===== src/slx_params.svh =====
//////////////////////////////
// Widths, fixed-point format, register map
// and logger constants for the servo core
//////////////////////////////

`ifndef SLX_PARAMS_SVH
`define SLX_PARAMS_SVH

//////////////////////////////
// Data widths
`define SLX_ADC_W      16      // Raw ADC sample
`define SLX_SIG_W      24      // Filtered signal
`define SLX_COEF_W     16      // Signed Q2.14 coefficient
`define SLX_COEF_FRAC  14      // Coefficient fraction bits
`define SLX_WORD_W     16      // Command bus and log word
`define SLX_DIN_W      3       // Digital input lines

//////////////////////////////
// Command register map
`define SLX_FW_VERSION   16'h0012  // Read-only version word
`define SLX_REG_VERSION  16'h0000
`define SLX_REG_CH_BASE  16'h0010  // Four registers per channel
`define SLX_REG_DROPS    16'h0020  // Logger drop count

//////////////////////////////
// Slow logger
`define SLX_LOG_CREDITS  4     // Max words in flight
`define SLX_REC_WORDS    5     // Words per record

`endif


===== src/slx_pkg.sv =====
//////////////////////////////
// Shared types of the servo core
//////////////////////////////

`default_nettype none

`include "slx_params.svh"

package slx_pkg;

	//////////////////////////////
	// Sample and signal types

	typedef logic signed [`SLX_ADC_W-1:0]  adc_t;  // Raw ADC sample
	typedef logic signed [`SLX_SIG_W-1:0]  sig_t;  // After the IIR filter

	// Q2.14 filter coefficient
	typedef logic signed [`SLX_COEF_W-1:0] coef_t;

	//////////////////////////////
	// Bus and logger types

	typedef logic [`SLX_WORD_W-1:0] word_t; // Command and log word
	typedef logic [`SLX_DIN_W-1:0]  din_t;  // Digital inputs, bit 0 is ext ref

	// Slow logger FSM
	typedef enum logic {
		IDLE, // Waiting for a reference tick
		SEND  // Streaming the captured record
	} log_state_t;

endpackage

`default_nettype wire


===== src/iir_coef_if.sv =====
//////////////////////////////
// Filter settings of one channel
//////////////////////////////

`timescale 1ns/1ps
`default_nettype none

interface iir_coef_if;
	import slx_pkg::*;

	logic  on; // Filter enable, bypass when low
	coef_t a1; // Feedback on y[n-1]
	coef_t b0; // Feedforward on x[n]
	coef_t b1; // Feedforward on x[n-1]

	// Register bank side
	modport source (output on, a1, b0, b1);

	// Filter side
	modport sink (input on, a1, b0, b1);

endinterface

`default_nettype wire


===== src/cmd_regs.sv =====
//////////////////////////////
// Command register bank
// Write decode, filter settings, registered readback
//////////////////////////////

`timescale 1ns/1ps
`default_nettype none

`include "slx_params.svh"

module cmd_regs (
	input  logic           clk1,
	input  logic           arst_n,
	input  logic           cmd_trig,  // Write strobe
	input  slx_pkg::word_t cmd_addr,
	input  slx_pkg::word_t cmd_data,
	input  slx_pkg::word_t drops,     // From the slow logger
	output slx_pkg::word_t cmd_rdata, // Registered readback
	iir_coef_if.source     coef0,
	iir_coef_if.source     coef1
);
	import slx_pkg::*;

	localparam int NUM_CH = 2;

	logic [NUM_CH-1:0] ch_on;          // Control bit 0 per channel
	coef_t             a1_r [NUM_CH];
	coef_t             b0_r [NUM_CH];
	coef_t             b1_r [NUM_CH];
	word_t             rd_mux;         // Next readback value

	// Address of register off in channel c
	function automatic word_t ch_addr(input int c, input int off);
		return `SLX_REG_CH_BASE + word_t'(4 * c + off);
	endfunction

	//////////////////////////////
	// Write decode

	always_ff @(posedge clk1 or negedge arst_n) begin
		if (!arst_n) begin
			ch_on <= '0; // Filters start bypassed
			for (int c = 0; c < NUM_CH; c++) begin
				a1_r[c] <= '0;
				b0_r[c] <= '0;
				b1_r[c] <= '0;
			end
		end else if (cmd_trig) begin
			for (int c = 0; c < NUM_CH; c++) begin
				if (cmd_addr == ch_addr(c, 0)) ch_on[c] <= cmd_data[0];
				if (cmd_addr == ch_addr(c, 1)) a1_r[c]  <= coef_t'(cmd_data);
				if (cmd_addr == ch_addr(c, 2)) b0_r[c]  <= coef_t'(cmd_data);
				if (cmd_addr == ch_addr(c, 3)) b1_r[c]  <= coef_t'(cmd_data);
			end
		end
	end

	//////////////////////////////
	// Readback

	always_comb begin
		rd_mux = '0; // Unmapped reads zero
		if (cmd_addr == `SLX_REG_VERSION) rd_mux = `SLX_FW_VERSION;
		if (cmd_addr == `SLX_REG_DROPS)   rd_mux = drops;
		for (int c = 0; c < NUM_CH; c++) begin
			if (cmd_addr == ch_addr(c, 0)) rd_mux = word_t'(ch_on[c]);
			if (cmd_addr == ch_addr(c, 1)) rd_mux = word_t'(a1_r[c]);
			if (cmd_addr == ch_addr(c, 2)) rd_mux = word_t'(b0_r[c]);
			if (cmd_addr == ch_addr(c, 3)) rd_mux = word_t'(b1_r[c]);
		end
	end

	always_ff @(posedge clk1 or negedge arst_n) begin
		if (!arst_n) cmd_rdata <= '0;
		else         cmd_rdata <= rd_mux; // One cycle after address
	end

	// Settings out to the filters
	assign coef0.on = ch_on[0];
	assign coef0.a1 = a1_r[0];
	assign coef0.b0 = b0_r[0];
	assign coef0.b1 = b1_r[0];
	assign coef1.on = ch_on[1];
	assign coef1.a1 = a1_r[1];
	assign coef1.b0 = b0_r[1];
	assign coef1.b1 = b1_r[1];

endmodule

`default_nettype wire


===== src/flat_wrapper.sv =====
// flat-port wrapper written by rule: the top's interface ports become plain ports
module cmd_regs_flat import slx_pkg::*;
  (clk1, arst_n, cmd_trig, cmd_addr, cmd_data, drops, cmd_rdata, coef0_on, coef0_a1, coef0_b0, coef0_b1, coef1_on, coef1_a1, coef1_b0, coef1_b1);
  iir_coef_if coef0_i ();
  iir_coef_if coef1_i ();
  input  logic clk1;
  input  logic arst_n;
  input  logic cmd_trig;
  input  slx_pkg::word_t cmd_addr;
  input  slx_pkg::word_t cmd_data;
  input  slx_pkg::word_t drops;
  output slx_pkg::word_t cmd_rdata;
  output wire logic [$bits(coef0_i.on)-1:0] coef0_on;
  output wire logic [$bits(coef0_i.a1)-1:0] coef0_a1;
  output wire logic [$bits(coef0_i.b0)-1:0] coef0_b0;
  output wire logic [$bits(coef0_i.b1)-1:0] coef0_b1;
  output wire logic [$bits(coef1_i.on)-1:0] coef1_on;
  output wire logic [$bits(coef1_i.a1)-1:0] coef1_a1;
  output wire logic [$bits(coef1_i.b0)-1:0] coef1_b0;
  output wire logic [$bits(coef1_i.b1)-1:0] coef1_b1;
  assign coef0_on = coef0_i.on;
  assign coef0_a1 = coef0_i.a1;
  assign coef0_b0 = coef0_i.b0;
  assign coef0_b1 = coef0_i.b1;
  assign coef1_on = coef1_i.on;
  assign coef1_a1 = coef1_i.a1;
  assign coef1_b0 = coef1_i.b0;
  assign coef1_b1 = coef1_i.b1;
  cmd_regs u_core (.clk1(clk1), .arst_n(arst_n), .cmd_trig(cmd_trig), .cmd_addr(cmd_addr), .cmd_data(cmd_data), .drops(drops), .cmd_rdata(cmd_rdata), .coef0(coef0_i), .coef1(coef1_i));
endmodule

===== config.mk =====
export PLATFORM = sky130hd
export DESIGN_NAME = cmd_regs_flat
export DESIGN_NICKNAME = d
export VERILOG_FILES = /design/src/slx_pkg.sv /design/src/iir_coef_if.sv /design/src/cmd_regs.sv /design/src/flat_wrapper.sv
export VERILOG_INCLUDE_DIRS = /design/src
export SDC_FILE = /design/constraint.sdc
export NUM_CORES = 1
export LEC_CHECK = 0
export ABC_AREA = 1
export BUFFER_PORTS_ARGS = -buffer_cell sky130_fd_sc_hd__buf_4
export CORE_ASPECT_RATIO = 1.4
export CORE_MARGIN = 5
export CORE_UTILIZATION = 56
export DETAILED_ROUTE_END_ITERATION = 8
export GPL_ROUTABILITY_DRIVEN = 0
export PLACE_DENSITY = 0.94
export SLEW_MARGIN = 20
export SYNTH_ARGS = -nofsm -noshare
export SYNTH_HDL_FRONTEND = slang
export SYNTH_SLANG_ARGS = --single-unit

===== constraint.sdc =====
create_clock -name clk1 -period 3.1 [get_ports clk1]
set_input_delay 0.465 -clock clk1 [delete_from_list [all_inputs] [get_ports clk1]]
set_output_delay 0.465 -clock clk1 [all_outputs]
set_load 0.005 [all_outputs]

# Word-level counts from Yosys, hierarchy flattened
# Cells that the tools add are included.
# classes
eq_ne,9
n_shift,0
muxes,10
n_reduce_logical,9
n_bitwise,0
n_lt_le_gt_ge,0
multipliers,0
n_addsub,0
div,0
# op_table
cell,n
$mux 16,9
$eq 16x5->1 const B,8
$eq 16x6->1 const B,1
$logic_not 16->1,1
$reduce_and 2->1,8
$mux 5,1
# word_totals
memories,0
latch_bits,0
register_bits,114
mem_bits_rw,0
rom_bits,0
elab_cells,37
in_bits,51
output_inout_bits,114

# Depth between registers and ports, before layout
# Gate-level depths: netlist (run 1).
# logic_depth
word_depth,11
depth_mapped,14
mapped_depth_nobuf,14

# Least setup slack after synthesis (run 1)
# OpenSTA, ideal clock, no wires.
# synth_path
path_type,in2reg
startpoint,in cmd_addr[15]
endpoint,"reg u_core.b1_r, in the netlist u_core.coef0.b1[14]"
setup_ns,0.127
cell_stages,11
arrival_time_ns,1.584
t_required_ns,2.973
n_path_buf,1
path_slack_ns,1.389
cell_sequence,nor2_1 > nand2_1 > nor2_8 > nand2_4 > nor2_4 > nand3_4 > clkinv_4 > nand2_4 > buf_2 > nand2_1 > o21ai_0
# synth_via
elab_chain_len,2
# synth_lines
element,line_no,text
from (decl),flat_wrapper.sv:9,input slx_pkg::word_t cmd_addr;
$eq 16x5->1,cmd_regs.sv:53,"if (cmd_addr == ch_addr(c, 3)) b1_r[c] <= coef_t'(cmd_data);"
$reduce_and 2->1 (no line),--,
"to (signal, indexed assignment)",cmd_regs.sv:53,
to (decl),cmd_regs.sv:29,coef_t b1_r [NUM_CH];
# Every way passes these cells.
# A chain may end at the register's enable or synchronous reset.

# Worst setup path after layout (run 1)
# layout_path
startpoint,in cmd_addr[5]
endpoint,"reg u_core.b0_r, in the netlist u_core.coef1.b0[1]"
# layout_via
elab_chain_len,2
# layout_lines
element,line_no,text
$eq 16x5->1,cmd_regs.sv:52,"if (cmd_addr == ch_addr(c, 2)) b0_r[c] <= coef_t'(cmd_data);"
$reduce_and 2->1 (no line),--,
"to (signal, indexed assignment)",cmd_regs.sv:52,
to (decl),cmd_regs.sv:28,coef_t b0_r [NUM_CH];
# Every way passes these cells.

==> impl_summary.log, run 1 <==
INFO  metric finalSetupViolCount = 0
INFO  metric grt_first_pass_wirelength = 27.5 mm
INFO  metric clk_pin_slew_worst_paths = 60 ps
INFO  metric ctsHoldBuffers = 0
INFO  metric drtAntennaViolNets = 0
INFO  metric crit_chain = buf_4 > inv_1 > nand2_1 > nor2_4 > nand4_4 > nor2_4 > nand2_2 > nand2_1 > o21ai_1
INFO  metric number_of_enable_flip_flop_cells_after_synthesis = 0
INFO  metric detailedPlacementHpwl = 12.3 mm
INFO  metric multi_input_gate_area_in_the_final_layout = 2210 sq um
INFO  metric cpPeakStageDelay = 450 ps
INFO  metric ioPinCount = 165
INFO  metric area_growth_synth_to_finish = 32.9%
INFO  metric cts_root_buf = sky130_fd_sc_hd__clkbuf_16
INFO  metric post_cts_gate_resize_count = 0
INFO  metric detailedRoute.firstPassIterationCount = 6
INFO  metric cts_num_sinks = roughly 110
INFO  metric p_leak = roughly 3.8 nW
INFO  metric worstPathArrival = around 2500 ps
INFO  metric clock.fmax = 444 MHz
INFO  metric layout.cells.non_filler = 920
INFO  metric total_global_route_track_usage = 0.303
INFO  metric yosys.cell_types.count = 33
INFO  metric grt_antenna_before_repair = 0
INFO  metric synth_top_area_cell = sky130_fd_sc_hd__dfrtp_1
INFO  metric mappedNetlistNets = 695
INFO  metric die_area = roughly 12000 sq um
INFO  metric route.detailed.wl_per_inst = 19.3 um
INFO  metric cp_top_family = simple AND/OR/NAND/NOR gates
INFO  metric core_region_area = between 9000 and 10000 sq um
INFO  metric slowest_stage = sky130_fd_sc_hd__nand2_2
INFO  metric number_of_global_route_vias_before_repair = 5458
INFO  metric global_route.overflow_total = 0
INFO  metric max_slew_margin = 0.487
INFO  metric syn_area_per_cell = 8.39 sq um
INFO  metric timing.final.crit_share = 0.727
INFO  metric routed_wl = 17.7 mm
INFO  metric viasPerCell = 5.97
INFO  metric totalPowerFinal = 3.58 mW
INFO  metric slew_viol_final = 0
INFO  metric drt_iter0_drc = 537
INFO  metric timing.hold.worst.class = input port to async pin
INFO  metric worst-endpoint-required = 3380 ps
INFO  metric fillCellCount = 642
INFO  metric drt_drc_violations_left = 0
INFO  metric max-clock-path-buffers = 2
INFO  metric count_of_maximum_capacitance_violations = 0
INFO  metric area_share_of_the_largest_cell_type_after_synthesis = 0.528
INFO  metric mapped_cells = ~640
INFO  metric path_max_fanout = 32
INFO  metric rsz0062_at_grt = false
INFO  metric nNetsFinal = ~850
INFO  metric ctsHtreeMaxLevel = 4
INFO  metric vias = 5490
INFO  metric dieHeight = around 130 um
INFO  metric initial_core_util = 0.571
INFO  metric register_area_share_after_synthesis = 0.528
INFO  metric cts_tree = yes
INFO  metric setup_total_negative_slack = 0 ps
INFO  metric chipWidth = 93.0 um
INFO  metric worst_slew_pin_slew = 769 ps
INFO  metric numCtsBuffers = 17
INFO  metric total_standard_cell_area_after_synthesis = 5400 sq um
INFO  metric outcome = finished, final reports clean
INFO  metric number_of_failing_hold_endpoints_at_the_final_stage = 0
INFO  metric antenna_cells_inserted = 0
INFO  metric numPlacedInstances = 888
INFO  metric largest_net_degree_at_the_start_of_global_routing = 60
INFO  metric asyncSetResetFlopFracSynth = 1.00
INFO  metric cp.buffers_inverters = 2
INFO  metric finalWorstPathRequiredPeriod = 2250 ps
INFO  metric numPortBuffers = 164
INFO  metric cts.repair_timing.setup_buffer_count = 0
INFO  metric commonest_cells_post_synth = sky130_fd_sc_hd__nand2_1, sky130_fd_sc_hd__dfrtp_1, sky130_fd_sc_hd__o21ai_1
INFO  metric final_layout_size_suffix_gt1_frac = 0.301
INFO  metric setup_skew = around 11 ps
INFO  metric yosysWarningCount = 0
INFO  metric pwr_density_cell = 498 nW/um^2
INFO  metric worst_setup_path_start_kind = input port
INFO  metric layout.area.seq = 2850 sq um
INFO  metric vdd.ir_drop.worst = roughly 0.00044 V
INFO  metric worst_hold_slack = 108 ps
INFO  metric insertion_delay_to_the_later_sink_of_the_worst_skew_pair = approximately 420 ps
INFO  metric synth-main-ff-cell = sky130_fd_sc_hd__dfrtp_1
INFO  metric crit_type = input port to register
INFO  metric flip_flop_and_latch_count_after_synthesis = 114
INFO  metric area_contributors_post_synth = sky130_fd_sc_hd__dfrtp_1, sky130_fd_sc_hd__nand2_1, sky130_fd_sc_hd__o21ai_1
INFO  metric rows = 42
INFO  metric cp-end-kind = register
INFO  metric most_frequently_used_cell_type_in_the_post_synthesis_netlist = sky130_fd_sc_hd__nand2_1
==> worst paths after layout <==
kind | start | slack, ps | cells past startpoint | endpoint
max | cmd_addr[5] | 850 | 9 | u_core.coef1.b0[1]
max in group asynchronous | arst_n | 2070 | 2 | u_core.coef1.b0[13]
min reg2reg | u_core.coef1.b1[13] | 510 | 2 | u_core.cmd_rdata[13]
max reg2reg | u_core.ch_on[0] | 1900 | 10 | u_core.cmd_rdata[0]
min | arst_n | 110 | 1 | u_core.coef1.b1[3]
min in group clk1 | cmd_trig | 380 | 2 | u_core.ch_on[1]
==> report_power, final <==
part	switching [mW]	leakage, nW	internal [mW]	total, mW
Sequential	0.000478	1.59	1.49	1.49
Combinational	0.0907	1.95	0.0485	0.139
Clock	0.705	0.276	1.24	1.95
==> cell families after synthesis <==
group                  share of synthesized area
AOI/OAI and AO/OA                          0.131
buffers and inverters                     0.0627
DFF                                        0.528
and+or+nand+nor                            0.278
==> worst register-to-register path: stages, from the launching register on <==
cell	delay, ps
sky130_fd_sc_hd__dfrtp_1	400
sky130_fd_sc_hd__inv_1	60
sky130_fd_sc_hd__nand4_1	80
sky130_fd_sc_hd__nand2_1	90
sky130_fd_sc_hd__nand2_1	50
sky130_fd_sc_hd__nand2_1	90
sky130_fd_sc_hd__nand2_1	60
sky130_fd_sc_hd__nand2_1	70
sky130_fd_sc_hd__nand2_1	60
sky130_fd_sc_hd__nand2_1	70
sky130_fd_sc_hd__a21oi_1	60
==> sequential cells by signal, summed over array words and instances, names as in the netlist <==
| register | flops |
|---|---|
| u_core.cmd_rdata | 16 |
| u_core.coef0.a1 | 16 |
| u_core.coef1.b0 | 16 |
| u_core.coef0.b1 | 16 |
| u_core.coef1.a1 | 16 |
| u_core.coef0.b0 | 16 |
| u_core.ch_on | 2 |
| u_core.coef1.b1 | 16 |
==> per-stage QoR <==
step | worst slack [ps] | utilization | area, sq um
final | 846 | 0.760 | 7180
after detailed placement | 526 | 0.696 | 6590
after global routing | 659 | 0.760 | 7180
after floorplan | 1390 | - | 5400
after global placement | 654 | 0.696 | 6590
after CTS | 891 | 0.760 | 7180
==> routing by layer <==
layer / wire (um) / vias to the layer above / part of all wire / track usage
met5: 0 / - / 0 / 0
met4: 1080 / 0 / 0.061 / 0.192
met3: 1680 / 101 / 0.095 / 0.0728
met2: 9230 / 402 / 0.52 / 0.518
met1: 5750 / 2562 / 0.32 / 0.334
li1: - / 2425 / - / -
==> cell usage in the layout, fill, tap and decap left out, types with 2 or more instances in the layout <==
cell type,n
sky130_fd_sc_hd__nand2_4,2
sky130_fd_sc_hd__clkbuf_8,3
sky130_fd_sc_hd__a21oi_2,8
sky130_fd_sc_hd__o21ai_1,51
sky130_fd_sc_hd__buf_4,168
sky130_fd_sc_hd__nor2_8,2
sky130_fd_sc_hd__dfrtp_1,114
sky130_fd_sc_hd__nand3_1,28
sky130_fd_sc_hd__inv_1,26
sky130_fd_sc_hd__nand3_2,8
sky130_fd_sc_hd__nor3_1,17
sky130_fd_sc_hd__nor2_2,6
sky130_fd_sc_hd__clkinvlp_4,6
sky130_fd_sc_hd__o21ai_0,50
sky130_fd_sc_hd__clkinv_4,3
sky130_fd_sc_hd__inv_2,4
sky130_fd_sc_hd__a21oi_1,24
sky130_fd_sc_hd__nand4_1,4
sky130_fd_sc_hd__clkbuf_16,17
sky130_fd_sc_hd__nor2_1,50
sky130_fd_sc_hd__clkinv_2,2
sky130_fd_sc_hd__bufinv_16,2
sky130_fd_sc_hd__nand2_1,198
sky130_fd_sc_hd__nand2_2,7
sky130_fd_sc_hd__nor2_4,4
==> final cells by class <==
class                   instances  area share
clock buffers                  20      0.0650
multi-input cells             465       0.308
flip-flops and latches        114       0.397
well taps                     110      0.0192
inverters                      31      0.0169
repair buffers                168       0.176
clock inverters                12      0.0185
(Power assumes the default switching activity.)
==> run 2: changes to the inputs <==
--- a/config.mk
+++ b/config.mk
@@ -10,10 +10,10 @@
 export BUFFER_PORTS_ARGS = -buffer_cell sky130_fd_sc_hd__buf_4
 export CORE_ASPECT_RATIO = 1.4
 export CORE_MARGIN = 5
-export CORE_UTILIZATION = 56
+export CORE_UTILIZATION = 52
 export DETAILED_ROUTE_END_ITERATION = 8
 export GPL_ROUTABILITY_DRIVEN = 0
-export PLACE_DENSITY = 0.94
+export PLACE_DENSITY = 0.89
 export SLEW_MARGIN = 20
 export SYNTH_ARGS = -nofsm -noshare
 export SYNTH_HDL_FRONTEND = slang
==> constraint.sdc (replaced) <==
create_clock -name clk1 -period 2.1 [get_ports clk1]
set_input_delay 0.315 -clock clk1 [delete_from_list [all_inputs] [get_ports clk1]]
set_output_delay 0.315 -clock clk1 [all_outputs]
set_load 0.005 [all_outputs]
==> run 2 against run 1 <==
- via count fell by 3.4%
- final cell count rose by 3.8%
- global-route usage decreased by 2.5 points
- sequential power grew 48%
- largest cell class unchanged
==> impl_summary.log, run 2 (synthesis gave the netlist of run 1 again) <==
INFO  metric insertion_delay_to_the_later_sink_of_the_worst_skew_pair = 410 ps (about the same)
INFO  metric critPathCapture = u_core.coef1.b1[9]
INFO  metric cp_top_family = simple AND/OR/NAND/NOR gates
INFO  metric worstSetupStartpoint = cmd_addr[15]
INFO  metric layout_commonest_cell = sky130_fd_sc_hd__nand2_1
INFO  metric largest_net_degree_at_the_start_of_global_routing = 56 (-6.7%)
INFO  metric chipWidth = 96.2 um (+3.4%)
INFO  metric rows = 44 (+4.8%)
INFO  metric worstRegToRegCells = 10 (unchanged)
INFO  metric dieHeight = 131 um (+3.5%)
INFO  metric ctsHtreeMaxLevel = 4 (unchanged)
INFO  metric p_leak = 3.86 nW (+1.2%)
INFO  metric initial_core_util = 0.525 (-0.0464)
INFO  metric slowest_stage = sky130_fd_sc_hd__nand2_2
INFO  metric cp.buffers_inverters = 1 (-1)
INFO  metric cts.repair_timing.setup_buffer_count = 0 (unchanged)
INFO  metric timing.final.crit_share = 0.831
INFO  metric route.detailed.wl_per_inst = 18.2 um (-5.4%)
INFO  metric cpPeakStageDelay = 380 ps (-70 ps)
INFO  metric timing.hold.worst.class = input port to register
INFO  metric clk_pin_slew_worst_paths = 50 ps (about the same)
INFO  metric drtAntennaViolNets = 0 (unchanged)
INFO  metric detailedRoute.firstPassIterationCount = 5 (-1)
INFO  metric global_route.overflow_total = 0 (unchanged)
INFO  metric routed_wl = 17.4 mm (-1.8%)
INFO  metric setup_skew = 6.62 ps (-4.09 ps)
INFO  metric slew_viol_final = 0 (unchanged)
INFO  metric multi_input_gate_area_in_the_final_layout = 2210 sq um (unchanged)
INFO  metric place_worst_setup_slack = -3.23 ps (-530 ps)
INFO  metric numPortBuffers = 164 (unchanged)
INFO  metric cts_tree = yes
INFO  metric worst-endpoint-required = 2370 ps (-1010 ps)
INFO  metric total_global_route_track_usage = 0.278 (-0.0250)
INFO  metric clock.fmax = 573 MHz
INFO  metric layout.area.seq = 2850 sq um (unchanged)
INFO  metric finalCoreUtilization = 0.706 (-0.0539)
INFO  metric detailedPlacementHpwl = 12.4 mm (+0.68%)
INFO  metric max_slew_margin = 0.578 (+0.0901)
INFO  metric outcome = finished, final reports clean
INFO  metric worst_setup_path_start_kind = input port
INFO  metric crit_type = input port to register
INFO  metric reg2reg_setup_slack = 920 ps (-980 ps)
INFO  metric die_area = 12600 sq um (+7.0%)
INFO  metric vias = 5305 (-3.4%)
INFO  metric reg2reg_from = u_core.ch_on[0]
INFO  metric finalWorstPathRequiredPeriod = 1750 ps
INFO  metric finalSetupViolCount = 0 (unchanged)
INFO  metric worst_slew_pin_slew = 631 ps (-137 ps)
INFO  metric grt_first_pass_wirelength = 26.1 mm (-5.0%)
INFO  metric post_cts_gate_resize_count = 0 (unchanged)
INFO  metric mostFrequentLayoutCells = sky130_fd_sc_hd__nand2_1, sky130_fd_sc_hd__buf_4, sky130_fd_sc_hd__dfrtp_1, sky130_fd_sc_hd__o21ai_1
INFO  metric numCtsBuffers = 17 (unchanged)
INFO  metric number_of_global_route_vias_before_repair = 5115 (-6.3%)
INFO  metric pwr_density_cell = 713 nW/um^2 (+43%)
INFO  metric number_of_failing_hold_endpoints_at_the_final_stage = 0 (unchanged)
INFO  metric nNetsFinal = 855 (+0.83%)
INFO  metric fillCellCount = 780 (+21%)
INFO  metric count_of_maximum_capacitance_violations = 0 (unchanged)
INFO  metric area_growth_synth_to_finish = 34.4%
INFO  metric core_region_area = 10300 sq um (+8.8%)
INFO  metric final_layout_size_suffix_gt1_frac = 0.305 (+0.00354)
INFO  metric drt_iter0_drc = 487 (-9.3%)
INFO  metric ctsHoldBuffers = 1 (+1)
INFO  metric final_critical_path_setup_slack = 355 ps (-491 ps)
INFO  metric grt_antenna_before_repair = 0 (unchanged)
INFO  metric path_max_fanout = 32 (unchanged)
INFO  metric cts_num_sinks = 114 (unchanged)
INFO  metric rsz0062_at_grt = false
INFO  metric crit_chain = buf_4 > nor2_1 > nand2_1 > nor2_8 > nand2_4 > nor2_4 > nand2_2 > nor2_2 > nand2_2 > nand2_1 > o21ai_1
INFO  metric r2r_end = u_core.cmd_rdata[0]
INFO  metric worstPathArrival = 2020 ps (-510 ps)
INFO  metric antenna_cells_inserted = 0 (unchanged)
INFO  metric cts_root_buf = sky130_fd_sc_hd__clkbuf_16
INFO  metric vdd.ir_drop.worst = 0.000698 V (+58%)
INFO  metric cp_num_cells = 11 (+2)
INFO  metric cp-end-kind = register
INFO  metric ioPinCount = 165 (unchanged)
INFO  metric drt_drc_violations_left = 0 (unchanged)
INFO  metric viasPerCell = 5.55 (-6.9%)
INFO  metric max-clock-path-buffers = 2 (unchanged)
==> run 2: worst min path at each step <==
stage | start | depth (start not counted) | slack [ps] | endpoint
4_1_cts | cmd_data[8] | 3 | 240 | u_core.coef1.b1[8]
6_report | cmd_data[8] | 3 | 260 | u_core.coef1.b1[8]
2_1_floorplan | arst_n | 0 | 20 | u_core.ch_on[0]
3_3_place_gp | arst_n | 1 | 300 | u_core.cmd_rdata[2]
5_1_grt | cmd_trig | 2 | 250 | u_core.ch_on[1]
3_5_place_dp | arst_n | 1 | 310 | u_core.cmd_rdata[2]
==> run 2: layer usage <==
layer / vias up / routed length [um] / track usage / share of wire
li1: 2421 / - / - / -
met1: 2482 / 5840 / 0.304 / 0.34
met2: 330 / 9190 / 0.485 / 0.53
met3: 72 / 1470 / 0.0716 / 0.085
met4: 0 / 911 / 0.153 / 0.052
met5: - / 0 / 0 / 0
==> run 2: worst register-to-register path, cell delays in order (launching register included) <==
cell and delay (ps):
sky130_fd_sc_hd__dfrtp_1 390, sky130_fd_sc_hd__inv_1 60, sky130_fd_sc_hd__nand4_1 80, sky130_fd_sc_hd__nand2_1 80, sky130_fd_sc_hd__nand2_1 50, sky130_fd_sc_hd__nand2_1 80
sky130_fd_sc_hd__nand2_1 60, sky130_fd_sc_hd__nand2_1 80, sky130_fd_sc_hd__nand2_1 50, sky130_fd_sc_hd__nand2_1 60, sky130_fd_sc_hd__a21oi_1 70
==> run 2: per-stage QoR <==
step,instance area (sq um),power [mW],TNS [ps],std cells,hold WS [ps]
5_1_grt,7260,5.32,0,955,252
4_1_cts,7260,5.20,0,955,240
2_1_floorplan,5400,2.29,0,644,19.4
6_report,7260,5.18,0,955,260
3_5_place_dp,6680,2.45,-3.23,922,306
3_3_place_gp,6680,2.44,0,922,295
==> run 2: cell type report <==
cell class | instances | area share
multi-input combinational | 465 | 0.305
inverter | 31 | 0.0167
timing repair buffer | 175 | 0.183
clock inverter | 9 | 0.0109
tap | 138 | 0.0238
sequential | 114 | 0.393
clock buffer | 23 | 0.0685
==> run 2: power breakdown <==
group	leakage (nW)	switching (mW)	total, mW	internal (mW)
Clock	0.285	0.995	2.77	1.77
Sequential	1.59	0.000682	2.20	2.20
Combinational	1.99	0.136	0.211	0.0757
Total	3.86	1.13	5.18	4.05
==> run 3: changes to the inputs <==
--- a/config.mk
+++ b/config.mk
@@ -6,14 +6,14 @@
 export SDC_FILE = /design/constraint.sdc
 export NUM_CORES = 1
 export LEC_CHECK = 0
-export ABC_AREA = 1
+export ABC_AREA = 0
 export BUFFER_PORTS_ARGS = -buffer_cell sky130_fd_sc_hd__buf_4
 export CORE_ASPECT_RATIO = 1.4
 export CORE_MARGIN = 5
-export CORE_UTILIZATION = 52
+export CORE_UTILIZATION = 46
 export DETAILED_ROUTE_END_ITERATION = 8
 export GPL_ROUTABILITY_DRIVEN = 0
-export PLACE_DENSITY = 0.89
+export PLACE_DENSITY = 0.84
 export SLEW_MARGIN = 20
 export SYNTH_ARGS = -nofsm -noshare
 export SYNTH_HDL_FRONTEND = slang
==> constraint.sdc (replaced) <==
create_clock -name clk1 -period 1.5 [get_ports clk1]
set_input_delay 0.225 -clock clk1 [delete_from_list [all_inputs] [get_ports clk1]]
set_output_delay 0.225 -clock clk1 [all_outputs]
set_load 0.005 [all_outputs]
==> run 3 against run 2 <==
- via count decreased by 9.1%
- sequential cell count stayed put
- sequential power up 40%
- utilization is 3.6 points higher
- non-clock buffer count grew 62
- die area increased by 9.3%
- synthesized cell count decreased by 33%
- largest power group unchanged
- critical path depth is 4 lower
- clock-buffer cell count down 1
- the run now ends with negative setup slack left
- clock power up 38%
- global-route usage increased by 0.12 points
==> impl_summary.log, run 3 <==
INFO  metric outcome = complete, but fails checks
INFO  metric violations = negative setup slack
INFO  metric die_area = 13700 sq um (+9.3%)
INFO  metric cp_top_family = simple AND/OR/NAND/NOR gates
INFO  metric slew_viol_final = 0 (unchanged)
INFO  metric number_of_enable_flip_flop_cells_after_synthesis = 0 (unchanged)
INFO  metric drtAntennaViolNets = 0 (unchanged)
INFO  metric fillCellCount = 712 (-8.7%)
INFO  metric cts_root_buf = sky130_fd_sc_hd__clkbuf_16
INFO  metric max-clock-path-buffers = 2 (unchanged)
INFO  metric cp_num_cells = 7 (-4)
INFO  metric worstPathArrival = 2010 ps (about the same)
INFO  metric clk_pin_slew_worst_paths = 60 ps (about the same)
INFO  metric global_route.overflow_total = 0 (unchanged)
INFO  metric chipWidth = 100 um (+4.5%)
INFO  metric path_max_fanout = 7 (-78%)
INFO  metric route.detailed.wl_per_inst = 23.8 um (+30%)
INFO  metric synth-main-ff-cell = sky130_fd_sc_hd__dfrtp_1
INFO  metric initial_core_util = 0.467 (-0.0580)
INFO  metric area_contributors_post_synth = sky130_fd_sc_hd__dfrtp_1, sky130_fd_sc_hd__mux2_2, sky130_fd_sc_hd__a21oi_1
INFO  metric syn_area_per_cell = 12.3 sq um (+46%)
INFO  metric flip_flop_and_latch_count_after_synthesis = 114 (unchanged)
INFO  metric cpPeakStageDelay = 460 ps (+80 ps)
INFO  metric pwr_density_cell = 886 nW/um^2 (+24%)
INFO  metric reg2reg_setup_slack = 70 ps (-850 ps)
INFO  metric cts_num_sinks = 114 (unchanged)
INFO  metric detailedPlacementHpwl = 12.7 mm (+2.2%)
INFO  metric drt_iter0_drc = 366 (-25%)
INFO  metric synth_top_area_cell = sky130_fd_sc_hd__dfrtp_1
INFO  metric ctsHtreeMaxLevel = 4 (unchanged)
INFO  metric worstRegToRegCells = 5 (-5)
INFO  metric numCtsBuffers = 17 (unchanged)
INFO  metric layout_commonest_cell = sky130_fd_sc_hd__buf_4
INFO  metric finalSetupViolCount = 112 (+112)
INFO  metric number_of_failing_hold_endpoints_at_the_final_stage = 0 (unchanged)
INFO  metric cp.buffers_inverters = 2 (+1)
INFO  metric number_of_global_route_vias_before_repair = 5197 (+1.6%)
INFO  metric total_standard_cell_area_after_synthesis = 5270 sq um (-2.5%)
INFO  metric antenna_cells_inserted = 0 (unchanged)
INFO  metric detailed_place.area = 7140 sq um (+6.9%)
INFO  metric insertion_delay_to_the_later_sink_of_the_worst_skew_pair = 410 ps (about the same)
INFO  metric ioPinCount = 165 (unchanged)
INFO  metric vias = 4823 (-9.1%)
INFO  metric multi_input_gate_area_in_the_final_layout = 2740 sq um (+24%)
INFO  metric worst_hold_path.num_cells = 2 (-1)
INFO  metric layout.area.seq = 2850 sq um (unchanged)
INFO  metric total_global_route_track_usage = 0.280 (+0.00121)
INFO  metric area_share_of_the_largest_cell_type_after_synthesis = 0.542 (+0.0137)
INFO  metric dieHeight = 137 um (+4.6%)
INFO  metric count_of_maximum_capacitance_violations = 0 (unchanged)
INFO  metric core_region_area = 11300 sq um (+9.6%)
INFO  metric reg2reg_from = u_core.coef0.a1[14]
INFO  metric mostFrequentLayoutCells = sky130_fd_sc_hd__buf_4, sky130_fd_sc_hd__dfrtp_1, sky130_fd_sc_hd__mux2_4, sky130_fd_sc_hd__a21oi_1, sky130_fd_sc_hd__nor2_1
INFO  metric setup_skew = 8.99 ps (+2.37 ps)
INFO  metric critPathCapture = u_core.coef1.b0[14]
INFO  metric most_frequently_used_cell_type_in_the_post_synthesis_netlist = sky130_fd_sc_hd__dfrtp_1
INFO  metric rows = 46 (+4.5%)
INFO  metric worst_slew_pin_slew = 459 ps (-173 ps)
INFO  metric crit_chain = buf_6 > nor4_4 > nand4b_2 > or2_4 > or3_4 > buf_8 > mux2_4
INFO  metric area_growth_synth_to_finish = 58.8%
INFO  metric detailedRoute.firstPassIterationCount = 5 (unchanged)
INFO  metric nNetsFinal = 706 (-17%)
INFO  metric yosysWarningCount = 0 (unchanged)
INFO  metric register_area_share_after_synthesis = 0.542 (+0.0137)
INFO  metric timing.final.crit_share = 1.15
INFO  metric worst_setup_path_start_kind = input port
INFO  metric numPortBuffers = 164 (unchanged)
INFO  metric cts_tree = yes
INFO  metric grt_antenna_before_repair = 0 (unchanged)
INFO  metric place_worst_setup_slack = -631 ps (-628 ps)
INFO  metric worst-endpoint-required = 1790 ps (-580 ps)
INFO  metric mapped_cells = 430 (-33%)
INFO  metric viasPerCell = 5.95 (+7.1%)
INFO  metric final_layout_size_suffix_gt1_frac = 0.604 (+0.299)
INFO  metric design_area = 8360 sq um (+15%)
INFO  metric mappedNetlistNets = 481 (-31%)
INFO  metric crit_type = input port to register
INFO  metric timing.hold.worst.class = input port to register
INFO  metric slowest_stage = sky130_fd_sc_hd__or3_4
INFO  metric worstSetupStartpoint = cmd_addr[8]
INFO  metric vdd.ir_drop.worst = 0.000954 V (+37%)
INFO  metric yosys.cell_types.count = 39 (+18%)
INFO  metric largest_net_degree_at_the_start_of_global_routing = 34 (-39%)
INFO  metric r2r_end = u_core.cmd_rdata[14]
INFO  metric rsz0062_at_grt = true
INFO  metric finalWorstPathRequiredPeriod = 1720 ps
INFO  metric asyncSetResetFlopFracSynth = 1.00 (unchanged)
INFO  metric cp-end-kind = register
INFO  metric routed_wl = 19.3 mm (+11%)
INFO  metric final_critical_path_setup_slack = -221 ps (-576 ps)
INFO  metric drt_drc_violations_left = 0 (unchanged)
INFO  metric clock.fmax = 581 MHz
INFO  metric p_leak = 4.26 nW (+10%)
INFO  metric worst_hold_slack = 100 ps (-160 ps)
INFO  metric grt_first_pass_wirelength = 29.1 mm (+12%)
INFO  metric commonest_cells_post_synth = sky130_fd_sc_hd__dfrtp_1, sky130_fd_sc_hd__mux2_2, sky130_fd_sc_hd__a21oi_1
INFO  metric max_slew_margin = 0.694 (+0.117)
-- run 3: worst min-delay path by stage --
stage	endpoint	start	slack, ps
after global routing	u_core.coef1.a1[12]	cmd_data[12]	100
after detailed placement	u_core.coef0.b0[13]	arst_n	200
after global placement	u_core.coef0.a1[13]	arst_n	200
after CTS	u_core.coef1.a1[4]	cmd_data[4]	90
after floorplan	u_core.ch_on[0]	arst_n	-70
final	u_core.coef1.a1[15]	cmd_data[15]	100
-- run 3: logic make-up after synthesis --
logic type / count (synthesis) / share of synthesized area
muxes: 101 / 0.222
buffers and inverters: 32 / 0.0311
and+or+nand+nor: 95 / 0.100
DFF: 114 / 0.542
AOI/OAI and AO/OA: 88 / 0.105
-- run 3: worst register-to-register path: stages, from the launching register on --
cell and delay [ps]:
sky130_fd_sc_hd__dfrtp_1 410, sky130_fd_sc_hd__a21oi_1 110, sky130_fd_sc_hd__nor3_1 190, sky130_fd_sc_hd__a21oi_1 110
sky130_fd_sc_hd__o32a_1 400, sky130_fd_sc_hd__nor2_2 150
-- run 3: layout make-up --
class                      count  share of cell area
inverter                       1            0.000449
sequential                   114               0.341
timing repair buffer         237               0.242
tap                          144              0.0215
clock inverter                 9             0.00972
clock buffer                  22              0.0579
multi-input combinational    284               0.328
-- run 3: routing by layer --
layer,global-route usage,share of wire
met3,0.0724,0.077
met4,0.127,0.031
met2,0.475,0.52
met1,0.330,0.37
met5,0,0
-- run 3: power by group --
| group | total [mW] | internal (mW) | switching [mW] |
|---|---|---|---|
| clock | 3.83 | 2.43 | 1.40 |
| sequential | 3.08 | 3.08 | 0.00104 |
| combinational | 0.502 | 0.210 | 0.292 |
-- run 3: through the flow --
stage	TNS [ps]	total power, mW	std cells	utilization
after CTS	-9750	7.39	808	0.727
after global placement	-57110	3.58	765	0.633
after floorplan	-43670	3.28	430	-
after global routing	-20310	7.60	811	0.741
final	-14770	7.41	811	0.741
after detailed placement	-60220	3.59	765	0.633
-- run 3: timing repair --
item,in CTS,in global routing
buffers inserted,9,7
hold buffers,1,0
setup endpoints to repair,111,114
resized for setup,89,39
pin swaps,8,12
endpoints found under the hold margin,26,0
gates cloned,3,1
